<file path="config.mk">
export PLATFORM = sky130hd
export DESIGN_NAME = rp_lock_top
export DESIGN_NICKNAME = d
export VERILOG_FILES = /design/src/common/rp_sample_pkg.sv /design/src/common/rp_ctrl_pkg.sv /design/src/hdl/rp_adc_frontend.sv /design/src/hdl/rp_dac_formatter.sv /design/src/hdl/rp_lock_top.sv /design/src/limit/rp_output_limiter.sv /design/src/pid/rp_pid_channel.sv
export SDC_FILE = /design/constraint.sdc
export NUM_CORES = 2
export LEC_CHECK = 0
export BUFFER_PORTS_ARGS = -buffer_cell sky130_fd_sc_hd__buf_2
export CAP_MARGIN = 25
export CORE_AREA = 4 4 451 408
export DETAILED_ROUTE_END_ITERATION = 6
export DIE_AREA = 0 0 455 412
export GPL_TIMING_DRIVEN = 0
export MAX_ROUTING_LAYER = met4
export SLEW_MARGIN = 20
export SYNTH_ARGS = -nofsm -noshare
export SYNTH_HDL_FRONTEND = slang
export SYNTH_SLANG_ARGS = --single-unit
</file>
<file path="constraint.sdc">
create_clock -name adc_clk -period 19.4 [get_ports adc_clk]
set_clock_uncertainty 0.15 [all_clocks]
set_input_delay 1.94 -clock adc_clk [delete_from_list [all_inputs] [get_ports adc_clk]]
set_output_delay 1.94 -clock adc_clk [all_outputs]
set_load 0.005 [all_outputs]
</file>
<file path="src/common/rp_sample_pkg.sv">
// sample path widths and types, shared by every stage
package rp_sample_pkg;

  //////////////////////////////
  // widths
  //////////////////////////////

  localparam int NUM_CH    = 2;   // channels A and B
  localparam int ADC_RAW_W = 16;  // ADC word incl. reserved low bits
  localparam int SAMPLE_W  = 14;  // signal width end to end
  localparam int SUM_W     = 15;  // one guard bit for offset sum

  //////////////////////////////
  // types
  //////////////////////////////

  typedef logic        [ADC_RAW_W-1:0] adc_raw_t;   // raw ADC pins
  typedef logic signed [SAMPLE_W-1:0]  sample_t;    // two's complement
  typedef logic signed [SUM_W-1:0]     sum_t;       // before saturation
  typedef logic        [SAMPLE_W-1:0]  dac_code_t;  // unsigned, negative slope

  // full scale of a sample
  localparam sample_t SAMPLE_MAX = {1'b0, {(SAMPLE_W-1){1'b1}}};  // +8191
  localparam sample_t SAMPLE_MIN = {1'b1, {(SAMPLE_W-1){1'b0}}};  // -8192

  // DAC code for a zero sample
  localparam dac_code_t DAC_ZERO = {1'b0, {(SAMPLE_W-1){1'b1}}};  // 14'h1FFF

endpackage

</file>
<file path="src/common/rp_ctrl_pkg.sv">
// controller and limiter configuration, status flags, DAC phase
package rp_ctrl_pkg;

  //////////////////////////////
  // gains and accumulator
  //////////////////////////////

  localparam int GAIN_W    = 16;  // unsigned gain
  localparam int PID_SHIFT = 12;  // 4096 is unity gain
  localparam int INTEG_W   = 28;  // integrator accumulator
  localparam int PROD_W    = rp_sample_pkg::SUM_W + GAIN_W + 1;  // error x gain

  typedef logic        [GAIN_W-1:0]  gain_t;
  typedef logic signed [INTEG_W-1:0] integ_t;

  // integrator saturation limits
  localparam integ_t INTEG_MAX = {1'b0, {(INTEG_W-1){1'b1}}};
  localparam integ_t INTEG_MIN = {1'b1, {(INTEG_W-1){1'b0}}};

  //////////////////////////////
  // per channel configuration
  //////////////////////////////

  typedef struct packed {
    logic                   enable;    // 0 clears integrator, output zero
    rp_sample_pkg::sample_t setpoint;
    gain_t                  kp;        // proportional gain
    gain_t                  ki;        // integral gain
  } pid_cfg_t;

  typedef struct packed {
    rp_sample_pkg::sample_t offset;  // static offset, generator stand-in
    rp_sample_pkg::sample_t lo;      // lower clamp
    rp_sample_pkg::sample_t hi;      // upper clamp
  } limit_cfg_t;

  // limiter status, feeds anti-windup
  typedef struct packed {
    logic high;
    logic low;
  } railed_t;

  // interleave phase, select line high on A
  typedef enum logic {
    PHASE_B = 1'b0,
    PHASE_A = 1'b1
  } dac_phase_e;

endpackage

</file>
<file path="src/hdl/rp_adc_frontend.sv">
`timescale 1ns/1ps

// ADC capture, slope conversion and digital loop mux
module rp_adc_frontend (
  input  logic                                                adc_clk,
  input  logic                                                rst_n_i,
  input  rp_sample_pkg::adc_raw_t [rp_sample_pkg::NUM_CH-1:0] adc_dat_i,      // raw ADC words
  input  rp_sample_pkg::sample_t  [rp_sample_pkg::NUM_CH-1:0] loop_dat_i,     // limiter outputs
  input  logic                                                digital_loop_i, // bypass ADC
  output rp_sample_pkg::sample_t  [rp_sample_pkg::NUM_CH-1:0] sample_o
);

rp_sample_pkg::sample_t [rp_sample_pkg::NUM_CH-1:0] adc_cnv;   // converted ADC
rp_sample_pkg::sample_t [rp_sample_pkg::NUM_CH-1:0] sample_d;  // register input
rp_sample_pkg::sample_t [rp_sample_pkg::NUM_CH-1:0] sample_q;

//////////////////////////////
// slope conversion
//////////////////////////////

// drop two reserved LSBs, keep sign, flip magnitude bits
always_comb
begin
  for (int ch = 0; ch < rp_sample_pkg::NUM_CH; ch++)
  begin
    adc_cnv[ch]  = {adc_dat_i[ch][rp_sample_pkg::ADC_RAW_W-1],
                    ~adc_dat_i[ch][rp_sample_pkg::ADC_RAW_W-2:2]};
    sample_d[ch] = digital_loop_i ? loop_dat_i[ch] : adc_cnv[ch];  // loop adds one cycle
  end
end

//////////////////////////////
// capture register
//////////////////////////////

always_ff @(posedge adc_clk or negedge rst_n_i)
begin
  if (!rst_n_i)
  begin
    sample_q <= '0;
  end
  else
  begin
    sample_q <= sample_d;
  end
end

assign sample_o = sample_q;

endmodule

</file>
<file path="src/hdl/rp_dac_formatter.sv">
`timescale 1ns/1ps

// DAC code conversion and A/B interleave on one bus
module rp_dac_formatter (
  input  logic                                               adc_clk,
  input  logic                                               rst_n_i,
  input  rp_sample_pkg::sample_t [rp_sample_pkg::NUM_CH-1:0] lim_i,     // [0] = A, [1] = B
  output rp_sample_pkg::dac_code_t                           dac_dat_o, // interleaved code
  output logic                                               dac_sel_o  // high on channel A
);

rp_sample_pkg::dac_code_t [rp_sample_pkg::NUM_CH-1:0] code_d;
rp_sample_pkg::dac_code_t [rp_sample_pkg::NUM_CH-1:0] code_q;
rp_ctrl_pkg::dac_phase_e                              phase_q;

//////////////////////////////
// signed -> negative slope
//////////////////////////////

always_comb
begin
  for (int ch = 0; ch < rp_sample_pkg::NUM_CH; ch++)
  begin
    code_d[ch] = {lim_i[ch][rp_sample_pkg::SAMPLE_W-1],
                  ~lim_i[ch][rp_sample_pkg::SAMPLE_W-2:0]};
  end
end

//////////////////////////////
// code registers and phase
//////////////////////////////

always_ff @(posedge adc_clk or negedge rst_n_i)
begin
  if (!rst_n_i)
  begin
    code_q  <= {rp_sample_pkg::NUM_CH{rp_sample_pkg::DAC_ZERO}};  // zero output
    phase_q <= rp_ctrl_pkg::PHASE_B;   // first A cycle one clock after release
  end
  else
  begin
    code_q  <= code_d;   // both channels every cycle
    phase_q <= (phase_q == rp_ctrl_pkg::PHASE_A) ? rp_ctrl_pkg::PHASE_B
                                                 : rp_ctrl_pkg::PHASE_A;
  end
end

// bus mux, A while select is high
assign dac_sel_o = (phase_q == rp_ctrl_pkg::PHASE_A);
assign dac_dat_o = dac_sel_o ? code_q[0] : code_q[1];

endmodule

</file>
<file path="src/hdl/rp_lock_top.sv">
`timescale 1ns/1ps

// two channel lock controller, analog path only
// ADC -> frontend -> PI -> limiter -> DAC formatter, limiter feeds back
module rp_lock_top (
  input  logic                                                 adc_clk,
  input  logic                                                 rst_n_i,
  // ADC
  input  rp_sample_pkg::adc_raw_t   [rp_sample_pkg::NUM_CH-1:0] adc_dat_i,
  // configuration
  input  logic                                                 digital_loop_i,
  input  rp_ctrl_pkg::pid_cfg_t     [rp_sample_pkg::NUM_CH-1:0] pid_cfg_i,
  input  rp_ctrl_pkg::limit_cfg_t   [rp_sample_pkg::NUM_CH-1:0] limit_cfg_i,
  // DAC
  output rp_sample_pkg::dac_code_t                             dac_dat_o,
  output logic                                                 dac_sel_o,
  // status
  output rp_ctrl_pkg::railed_t      [rp_sample_pkg::NUM_CH-1:0] railed_o
);

rp_sample_pkg::sample_t [rp_sample_pkg::NUM_CH-1:0] adc_sample;  // frontend out
rp_sample_pkg::sample_t [rp_sample_pkg::NUM_CH-1:0] pid_dat;     // controller out
rp_sample_pkg::sample_t [rp_sample_pkg::NUM_CH-1:0] lim_dat;     // limited, to DAC and loop
rp_ctrl_pkg::railed_t   [rp_sample_pkg::NUM_CH-1:0] railed;      // limiter status

//////////////////////////////
// ADC side
//////////////////////////////

rp_adc_frontend i_frontend (
  .adc_clk        (adc_clk       ),
  .rst_n_i        (rst_n_i       ),
  .adc_dat_i      (adc_dat_i     ),
  .loop_dat_i     (lim_dat       ),  // digital loop source
  .digital_loop_i (digital_loop_i),
  .sample_o       (adc_sample    )
);

//////////////////////////////
// per channel PI and limit
//////////////////////////////

generate
  for (genvar ch = 0; ch < rp_sample_pkg::NUM_CH; ch++)
  begin : g_ch
    rp_pid_channel i_pid (
      .adc_clk  (adc_clk       ),
      .rst_n_i  (rst_n_i       ),
      .sample_i (adc_sample[ch]),
      .cfg_i    (pid_cfg_i[ch] ),
      .railed_i (railed[ch]    ),  // anti-windup
      .ctrl_o   (pid_dat[ch]   )
    );

    rp_output_limiter i_limit (
      .adc_clk  (adc_clk        ),
      .rst_n_i  (rst_n_i        ),
      .ctrl_i   (pid_dat[ch]    ),
      .cfg_i    (limit_cfg_i[ch]),
      .lim_o    (lim_dat[ch]    ),
      .railed_o (railed[ch]     )
    );
  end
endgenerate

assign railed_o = railed;

//////////////////////////////
// DAC side
//////////////////////////////

rp_dac_formatter i_dac (
  .adc_clk   (adc_clk  ),
  .rst_n_i   (rst_n_i  ),
  .lim_i     (lim_dat  ),
  .dac_dat_o (dac_dat_o),
  .dac_sel_o (dac_sel_o)
);

endmodule

</file>
<file path="src/limit/rp_output_limiter.sv">
`timescale 1ns/1ps

// offset add, 14 bit saturation and range clamp for one channel
module rp_output_limiter (
  input  logic                    adc_clk,
  input  logic                    rst_n_i,
  input  rp_sample_pkg::sample_t  ctrl_i,    // controller output
  input  rp_ctrl_pkg::limit_cfg_t cfg_i,
  output rp_sample_pkg::sample_t  lim_o,     // limited value
  output rp_ctrl_pkg::railed_t    railed_o   // at hi / at lo
);

rp_sample_pkg::sum_t    sum;       // ctrl + offset
rp_sample_pkg::sample_t sat;       // saturated sum
rp_sample_pkg::sample_t clamp;     // clamped into lo..hi
rp_ctrl_pkg::railed_t   railed_d;
rp_sample_pkg::sample_t lim_q;
rp_ctrl_pkg::railed_t   railed_q;

//////////////////////////////
// sum and saturation
//////////////////////////////

// sign extend by one bit, no overflow at SUM_W
assign sum = {ctrl_i[rp_sample_pkg::SAMPLE_W-1], ctrl_i}
           + {cfg_i.offset[rp_sample_pkg::SAMPLE_W-1], cfg_i.offset};

// top two bits differ -> out of range
assign sat = (sum[rp_sample_pkg::SUM_W-1] ^ sum[rp_sample_pkg::SUM_W-2])
           ? {sum[rp_sample_pkg::SUM_W-1], {(rp_sample_pkg::SAMPLE_W-1){~sum[rp_sample_pkg::SUM_W-1]}}}
           : sum[rp_sample_pkg::SAMPLE_W-1:0];

//////////////////////////////
// range clamp
//////////////////////////////

always_comb
begin
  if ($signed(sat) >= $signed(cfg_i.hi))
    clamp = cfg_i.hi;      // upper rail
  else if ($signed(sat) <= $signed(cfg_i.lo))
    clamp = cfg_i.lo;      // lower rail
  else
    clamp = sat;
end

// flags follow the clamped value
assign railed_d.high = $signed(clamp) >= $signed(cfg_i.hi);
assign railed_d.low  = $signed(clamp) <= $signed(cfg_i.lo);

always_ff @(posedge adc_clk or negedge rst_n_i)
begin
  if (!rst_n_i)
  begin
    lim_q    <= '0;
    railed_q <= '0;
  end
  else
  begin
    lim_q    <= clamp;
    railed_q <= railed_d;  // aligned with lim_q
  end
end

assign lim_o    = lim_q;
assign railed_o = railed_q;

endmodule

</file>
<file path="src/pid/rp_pid_channel.sv">
`timescale 1ns/1ps

// PI controller for one channel
// integrator holds while the limiter is railed in the direction it pushes
module rp_pid_channel (
  input  logic                   adc_clk,
  input  logic                   rst_n_i,
  input  rp_sample_pkg::sample_t sample_i,  // measured value
  input  rp_ctrl_pkg::pid_cfg_t  cfg_i,
  input  rp_ctrl_pkg::railed_t   railed_i,  // from own limiter
  output rp_sample_pkg::sample_t ctrl_o     // control output
);

rp_sample_pkg::sum_t                       err;        // setpoint - sample
logic signed [rp_ctrl_pkg::PROD_W-1:0]     p_prod;     // err x kp
logic signed [rp_ctrl_pkg::PROD_W-1:0]     p_term;     // scaled back
logic signed [rp_ctrl_pkg::PROD_W-1:0]     i_inc;      // err x ki
logic signed [rp_ctrl_pkg::PROD_W:0]       integ_sum;  // one guard bit
logic signed [rp_ctrl_pkg::PROD_W-1:0]     ctrl_sum;
logic                                      i_freeze;
rp_ctrl_pkg::integ_t                       integ_d;
rp_ctrl_pkg::integ_t                       integ_q;
rp_sample_pkg::sample_t                    ctrl_d;
rp_sample_pkg::sample_t                    ctrl_q;

//////////////////////////////
// error and products
//////////////////////////////

// sign extend both, difference fits 15 bits
assign err = $signed({cfg_i.setpoint[rp_sample_pkg::SAMPLE_W-1], cfg_i.setpoint})
           - $signed({sample_i[rp_sample_pkg::SAMPLE_W-1], sample_i});

// gains are unsigned, zero extend
assign p_prod = err * $signed({1'b0, cfg_i.kp});
assign i_inc  = err * $signed({1'b0, cfg_i.ki});

assign p_term = p_prod >>> rp_ctrl_pkg::PID_SHIFT;

//////////////////////////////
// integrator
//////////////////////////////

// anti-windup, block growth into the railed side only
assign i_freeze = (railed_i.high && !i_inc[rp_ctrl_pkg::PROD_W-1] && (i_inc != '0))
               || (railed_i.low  &&  i_inc[rp_ctrl_pkg::PROD_W-1]);

assign integ_sum = integ_q + i_inc;

always_comb
begin
  if (!cfg_i.enable)
    integ_d = '0;                        // disabled, clear
  else if (i_freeze)
    integ_d = integ_q;                   // hold
  else if (integ_sum > rp_ctrl_pkg::INTEG_MAX)
    integ_d = rp_ctrl_pkg::INTEG_MAX;    // accumulator full
  else if (integ_sum < rp_ctrl_pkg::INTEG_MIN)
    integ_d = rp_ctrl_pkg::INTEG_MIN;
  else
    integ_d = integ_sum[rp_ctrl_pkg::INTEG_W-1:0];
end

//////////////////////////////
// output
//////////////////////////////

assign ctrl_sum = p_term + (integ_q >>> rp_ctrl_pkg::PID_SHIFT);

// saturate to sample range
always_comb
begin
  if (!cfg_i.enable)
    ctrl_d = '0;
  else if (ctrl_sum > rp_sample_pkg::SAMPLE_MAX)
    ctrl_d = rp_sample_pkg::SAMPLE_MAX;
  else if (ctrl_sum < rp_sample_pkg::SAMPLE_MIN)
    ctrl_d = rp_sample_pkg::SAMPLE_MIN;
  else
    ctrl_d = ctrl_sum[rp_sample_pkg::SAMPLE_W-1:0];
end

always_ff @(posedge adc_clk or negedge rst_n_i)
begin
  if (!rst_n_i)
  begin
    integ_q <= '0;
    ctrl_q  <= '0;
  end
  else
  begin
    integ_q <= integ_d;
    ctrl_q  <= ctrl_d;   // one cycle through the controller
  end
end

assign ctrl_o = ctrl_q;

endmodule

</file>
After elaboration in Yosys (flattened, before gate mapping) --
Index checks and enable logic that the tools add are counted.
Word-level totals: flip-flop bits (word level) 173, input port bits 213, output and inout bits 19, word-level logic and storage cells 89
Operators by class: $add $sub $neg 8, multiply operators 4, $lt $le $gt $ge 16, eq/ne operators 2, multiplexer cells 24, bitwise logic cells 8, reductions and logical operators 12
Operators by type and width (number):
- $mux 28 | 8
- $mux 14 | 15
- $mul 15x17->32 | 4
- $add 28x32->33 | 2
- $gt 33x28->1 const B | 2
- $lt 33x28->1 const B | 2
- $gt 32x14->1 const B | 2
- $lt 32x14->1 const B | 2
- $reduce_bool 32->1 | 2
- $ge 14x14->1 | 4
- $le 14x14->1 | 4
- $not 13->13 | 4
- $add 20x16->21 | 2
- $add 14x14->15 | 2
- $sub 14x14->15 | 2
- $logic_and 1x1->1 | 6
- $ne 2x2->1 const B | 2
- $logic_not 1->1 | 2
- $logic_or 1x1->1 | 2
- $not 1->1 | 2
- $xor 1x1->1 | 2
- $mux 1 | 1

Depth between registers and ports, before layout --
word-level depth 8, depth in mapped cells 49, depth with buffers taken out 47

By module --
From an unflattened synthesis, not the netlist that was laid out.
Second synthesis, totals: cells, all modules 6126, area, all modules 52917.0 sq um
By module, submodules not included:
- rp_pid_channel (g_ch[1].i_pid) | times used 1, cells each 2627, area an instance 22340.2 sq um
- rp_pid_channel (g_ch[0].i_pid) | times used 1, cells each 2619, area an instance 22310.1 sq um
- rp_output_limiter | times used 2, cells each 360, area an instance 3041.7 sq um
- rp_adc_frontend | times used 1, cells each 88, area an instance 1101.1 sq um
- rp_dac_formatter | times used 1, cells each 72, area an instance 1082.3 sq um

Worst setup path before layout --
Ideal clock, no wire load.
path type input to register, from in pid_cfg_i[79] (netlist name), to reg g_ch[1].i_pid.ctrl_q[10], library setup time 0.137 ns, arrival time 11.869 ns, data required time 19.113 ns, setup slack 7.244 ns, stages 43, cells stage by stage inv_1 > ha_1 > fa_1 > nor2b_1 > o21ai_0 > a21boi_0 > o21ai_0 > a21boi_0 > o21ai_0 > a21boi_0 > o21ai_0 > nor2b_1 > xnor2_1 > clkbuf_1 > nand2_1 > fa_1 > inv_1 > fa_1 > [... 7 more ...] > a211oi_1 > a22oi_1 > a21boi_1 > a2111oi_1 > o21bai_1 > xor2_1 > ha_1 > a21o_1 > a21o_1 > or3_1 > nor3_1 > nor2_1 > mux2i_1 > or3_1 > a211o_1 > o21ai_0 > clkbuf_1 > a21oi_1
Between the ends: word-level cells in the longest chain between the ends 7, elaborated cells between the ends (all ways) 8
Ends and longest elaborated chain:
- start: declaration | RTL line rp_lock_top.sv:12 | input rp_ctrl_pkg::pid_cfg_t [rp_sample_pkg::NUM_CH-1:0] pid_cfg_i,
- $sub 14x14->15 * | RTL line rp_pid_channel.sv:32 | - $signed({sample_i[rp_sample_pkg::SAMPLE_W-1], sample_i});
- $mul 15x17->32 * | RTL line rp_pid_channel.sv:35 | assign p_prod = err * $signed({1'b0, cfg_i.kp});
- $add 20x16->21 * | RTL line rp_pid_channel.sv:68 | assign ctrl_sum = p_term + (integ_q >>> rp_ctrl_pkg::PID_SHIFT);
- $lt 32x14->1 | RTL line rp_pid_channel.sv:77 | else if (ctrl_sum < rp_sample_pkg::SAMPLE_MIN)
- $mux 14 | RTL line rp_pid_channel.sv:77
- $mux 14 * | RTL line rp_pid_channel.sv:75 | else if (ctrl_sum > rp_sample_pkg::SAMPLE_MAX)
- $mux 14 * | RTL line rp_pid_channel.sv:73 | if (!cfg_i.enable)
- net g_ch[1].i_pid.ctrl_d[10] | RTL line rp_pid_channel.sv:23 | rp_sample_pkg::sample_t ctrl_d;
- end signal: assignment | RTL line rp_pid_channel.sv:93 | ctrl_q <= ctrl_d;
- end: declaration | RTL line rp_pid_channel.sv:24 | rp_sample_pkg::sample_t ctrl_q;
The timed path passes the listed nets; every way through them passes the cells marked *. A chain may end at the register's enable or synchronous reset.

Worst setup path in the final report --
from in pid_cfg_i[79] (netlist name), to reg g_ch[1].i_pid.integ_q[25]
Between the ends: word-level cells in the longest chain between the ends 8, elaborated cells between the ends (all ways) 16
Ends and longest elaborated chain:
- $sub 14x14->15 * | RTL line rp_pid_channel.sv:32
- $mul 15x17->32 * | RTL line rp_pid_channel.sv:36 | assign i_inc = err * $signed({1'b0, cfg_i.ki});
- $add 28x32->33 | RTL line rp_pid_channel.sv:48 | assign integ_sum = integ_q + i_inc;
- $lt 33x28->1 | RTL line rp_pid_channel.sv:58 | else if (integ_sum < rp_ctrl_pkg::INTEG_MIN)
- $mux 28 | RTL line rp_pid_channel.sv:58
- $mux 28 | RTL line rp_pid_channel.sv:56 | else if (integ_sum > rp_ctrl_pkg::INTEG_MAX)
- $mux 28 | RTL line rp_pid_channel.sv:54 | else if (i_freeze)
- $mux 28 | RTL line rp_pid_channel.sv:52 | if (!cfg_i.enable)
- end signal: assignment | RTL line rp_pid_channel.sv:92 | integ_q <= integ_d;
- end: declaration | RTL line rp_pid_channel.sv:22 | rp_ctrl_pkg::integ_t integ_q;
Mark *: on every way between the ends. The rest lies on a longest branch, timed or not. The select of a mux whose other input is x is not followed.

==> flow_summary_export.csv <==
group,metric,value,unit
status,status,"finished, final reports clean",
cells_and_area,fin_nets,7766,
cts,root_buffer,"clkbuf_16",
placement,place_inst,8480,
logic_synthesis,seq_area_frac_synth,8.737,%
floorplanning,dieArea,187500,sq um
routing,wirelength,165800,um
logic_synthesis,synth_nets,7514,
grt,grtUsageTotal,18.20,%
sta,setup_violations,0,
logic_synthesis,avgSynthCellArea,8.535,sq um
cells_and_area,layout_common_cells,"inv_1, fa_1, ha_1",
sta,hold_viol,0,
sta,fin_tns_setup,0,ns
sta,fmax,67.14,MHz
cells_and_area,drive_gt1_share,6.313,%
floorplanning,start_util,27.76,%
logic_synthesis,yosysTopAreaCellShare,29.28,%
critical_path,crit_path_top_delay_cell,"a221oi_1",
sta,rsz0062_at_grt,"false",
logic_synthesis,synth_edf_count,0,
sta,slew_violations,0,
critical_path,cp-end-kind,"flop",
grt,grt_pass1_vias,42800,
logic_synthesis,ys.flop_type,"dfrtp_1",
logic_synthesis,synth-simple-area-share,17.15,%
critical_path,slowest_delay,0.85,ns
logic_synthesis,syn-instance-count,5849,
floorplanning,die_x,455,um
cts,clock_path_buffers,2,
cts,cts_htree_levels,4,
logic_synthesis,synth_mux_area_share,1.108,%
critical_path,required,19.68,ns
routing,drt_first_pass_iters,6,
placement,io_buffers,226,
logic_synthesis,ys_seq_elements,173,
hold_path,worstHoldPathType,"flop to flop",
grt,grt_overflow,0,
logic_synthesis,synth_top_family_by_area,"adder cells",
cells_and_area,synthToLayoutAreaGrowth,9.946,%
cts,cts_made_buffers,17,
cts,clock_sinks,173,
placement,hpwl,143000,um
cts,cts_resized,0,
sta,worstMarginPinSlew,1.130,ns
critical_path,start_kind,"input pin",
cells_and_area,final_common_cell,"inv_1",
grt,gr-usage-met1,21.86,%
cells_and_area,final_cells,8558,
floorplanning,pin_count,232,
logic_synthesis,synth_xor_area_share,3.281,%
grt,antenna_found_initial,61,
logic_synthesis,synth.area.top_cells,"fa_1, ha_1, inv_1",
cts,cts_setup_buffers,0,
logic_synthesis,yosys_warnings,0,
logic_synthesis,synth_top_cell_by_area,"fa_1",
sta,slew_headroom,24.67,%
cells_and_area,fillCellCount,18990,
critical_path,crit_arrival,15.18,ns
cts,postCtsHoldBufs,0,
grt,grt_pass1_wl,254100,um
routing,antenna_left,0,
logic_synthesis,yosys.cell_types.count,92,
placement,gp_congestion,0.9817,
grt,met3_usage,2.926,%
routing,wire_per_inst,19.37,um
routing,drc,0,
sta,fin_crit,14.90,ns
grt,busiest_layer,"met2",
floorplanning,coreArea,179800,sq um
cts,clkTransAtPathRegs,0.08,ns
sta,post-route-period-util,76.78,%
logic_synthesis,syn_area,49920,sq um
floorplanning,die_y,412,um
placement,placed_area,54160,sq um
grt,grtUsageMet2,29.13,%
critical_path,cpMostUsedCell,"fa_1",
floorplanning,core.rowCount,148,
logic_synthesis,synth_compound_area_share,12.62,%
logic_synthesis,synth_fa_ha_area_share,47.37,%
critical_path,crit_fanout,10,
flow_run,max_cap_viol_count,0,
logic_synthesis,synth-async-reset-ratio,100.0,%
routing,first_iter_violations,2968,
routing,avgViaCountPerCell,4.903,
cells_and_area,finalInstanceArea,54880,sq um
grt,grt_max_degree,91,
routing,vias,41960,
cts,cts_tree,"done",
critical_path,crit_type,"input pin to flop",
cts,clk_latency,0.52,ns
==> cell usage after synthesis (all sizes together), types with 24 or more instances <==
cell and count:
a211oi 37, a21o 93, a21oi 295, a31oi 24, and2 314, and3 27
clkbuf 214, dfrtp 147, dfstp 26, fa 730, ha 722, inv 1048
mux2i 35, nand2 646, nand2b 120, nand3 56, nand4 45, nor2 225
nor2b 107, nor3 64, o21a 60, o21ai 233, o21bai 26, o31ai 28
or2 29, xnor2 126, xor2 61
==> critical path: cells and delay by family <==
kind / cells / cell delay (ns)
adder cells (fa/ha/maj): 10 / 4.33
buffers and inverters: 9 / 2.06
XOR/XNOR: 2 / 0.96
AO/OA/AOI/OAI: 17 / 4.36
AND/OR/NAND/NOR: 8 / 1.49
==> metal layers <==
layer	routed length (um)	vias up
met5	0	-
met2	78150	1340
li1	-	19460
met1	66440	20840
met4	10610	0
met3	10560	325
==> sequential cells by signal, summed over array words and instances, names as in the netlist <==
signal / cells
g_ch.i_limit.railed_o: 4
g_ch.i_limit.lim_o: 28
g_ch.i_pid.integ_q: 56
i_dac.dac_sel_o: 1
g_ch.i_pid.ctrl_o: 28
i_dac.code_q: 28
i_frontend.sample_o: 28
==> area by class of cell <==
cell class | count | area, sq um | share of cell area (%)
Tap cell | 2400 | 3003 | 5.471
Antenna cell | 44 | 110.1 | 0.2006
Timing Repair Buffer | 233 | 1219 | 2.220
Multi-Input combinational cell | 4394 | 40730 | 74.22
Buffer | 234 | 923.4 | 1.682
Clock buffer | 18 | 439.2 | 0.8002
Inverter | 1048 | 3934 | 7.167
Sequential cell | 173 | 4362 | 7.947
Clock inverter | 14 | 161.4 | 0.2941
==> worst paths after layout <==
path	from	end	slack, ns	cells past startpoint
worst max-delay path	pid_cfg_i[79]	g_ch[1].i_pid.integ_q[25]	4.50	46
min in group asynchronous	rst_n_i	g_ch[1].i_pid.integ_q[23]	1.29	1
worst min-delay path	g_ch[0].i_limit.lim_o[10]	i_dac.code_q[10]	0.21	1
worst max register to register	i_frontend.sample_o[14]	g_ch[1].i_pid.integ_q[25]	5.64	44
worst min register to register	g_ch[0].i_limit.lim_o[10]	i_dac.code_q[10]	0.21	1
max in group asynchronous	rst_n_i	g_ch[0].i_pid.integ_q[0]	16.79	2
==> cell families after synthesis <==
family          Yosys count
compound gates          982
xor+xnor                187
fa+ha+maj              1452
buf+inv                1282
flops                   173
mux                      53
simple gates           1720
==> per-stage QoR <==
step                setup WS (ns)  utilization, %  hold WS [ns]
floorplan                   7.244               -        0.1976
global placement            3.845           30.06        0.2082
detailed placement          4.018           30.12        0.2016
CTS                         4.528           30.46        0.2121
global route                3.448           30.52        0.2410
finish                      4.505           30.52        0.2117
Power is left out: the tool's default activity adds up to more than one toggle a clock period on the data nets, which glitch-free logic cannot reach.
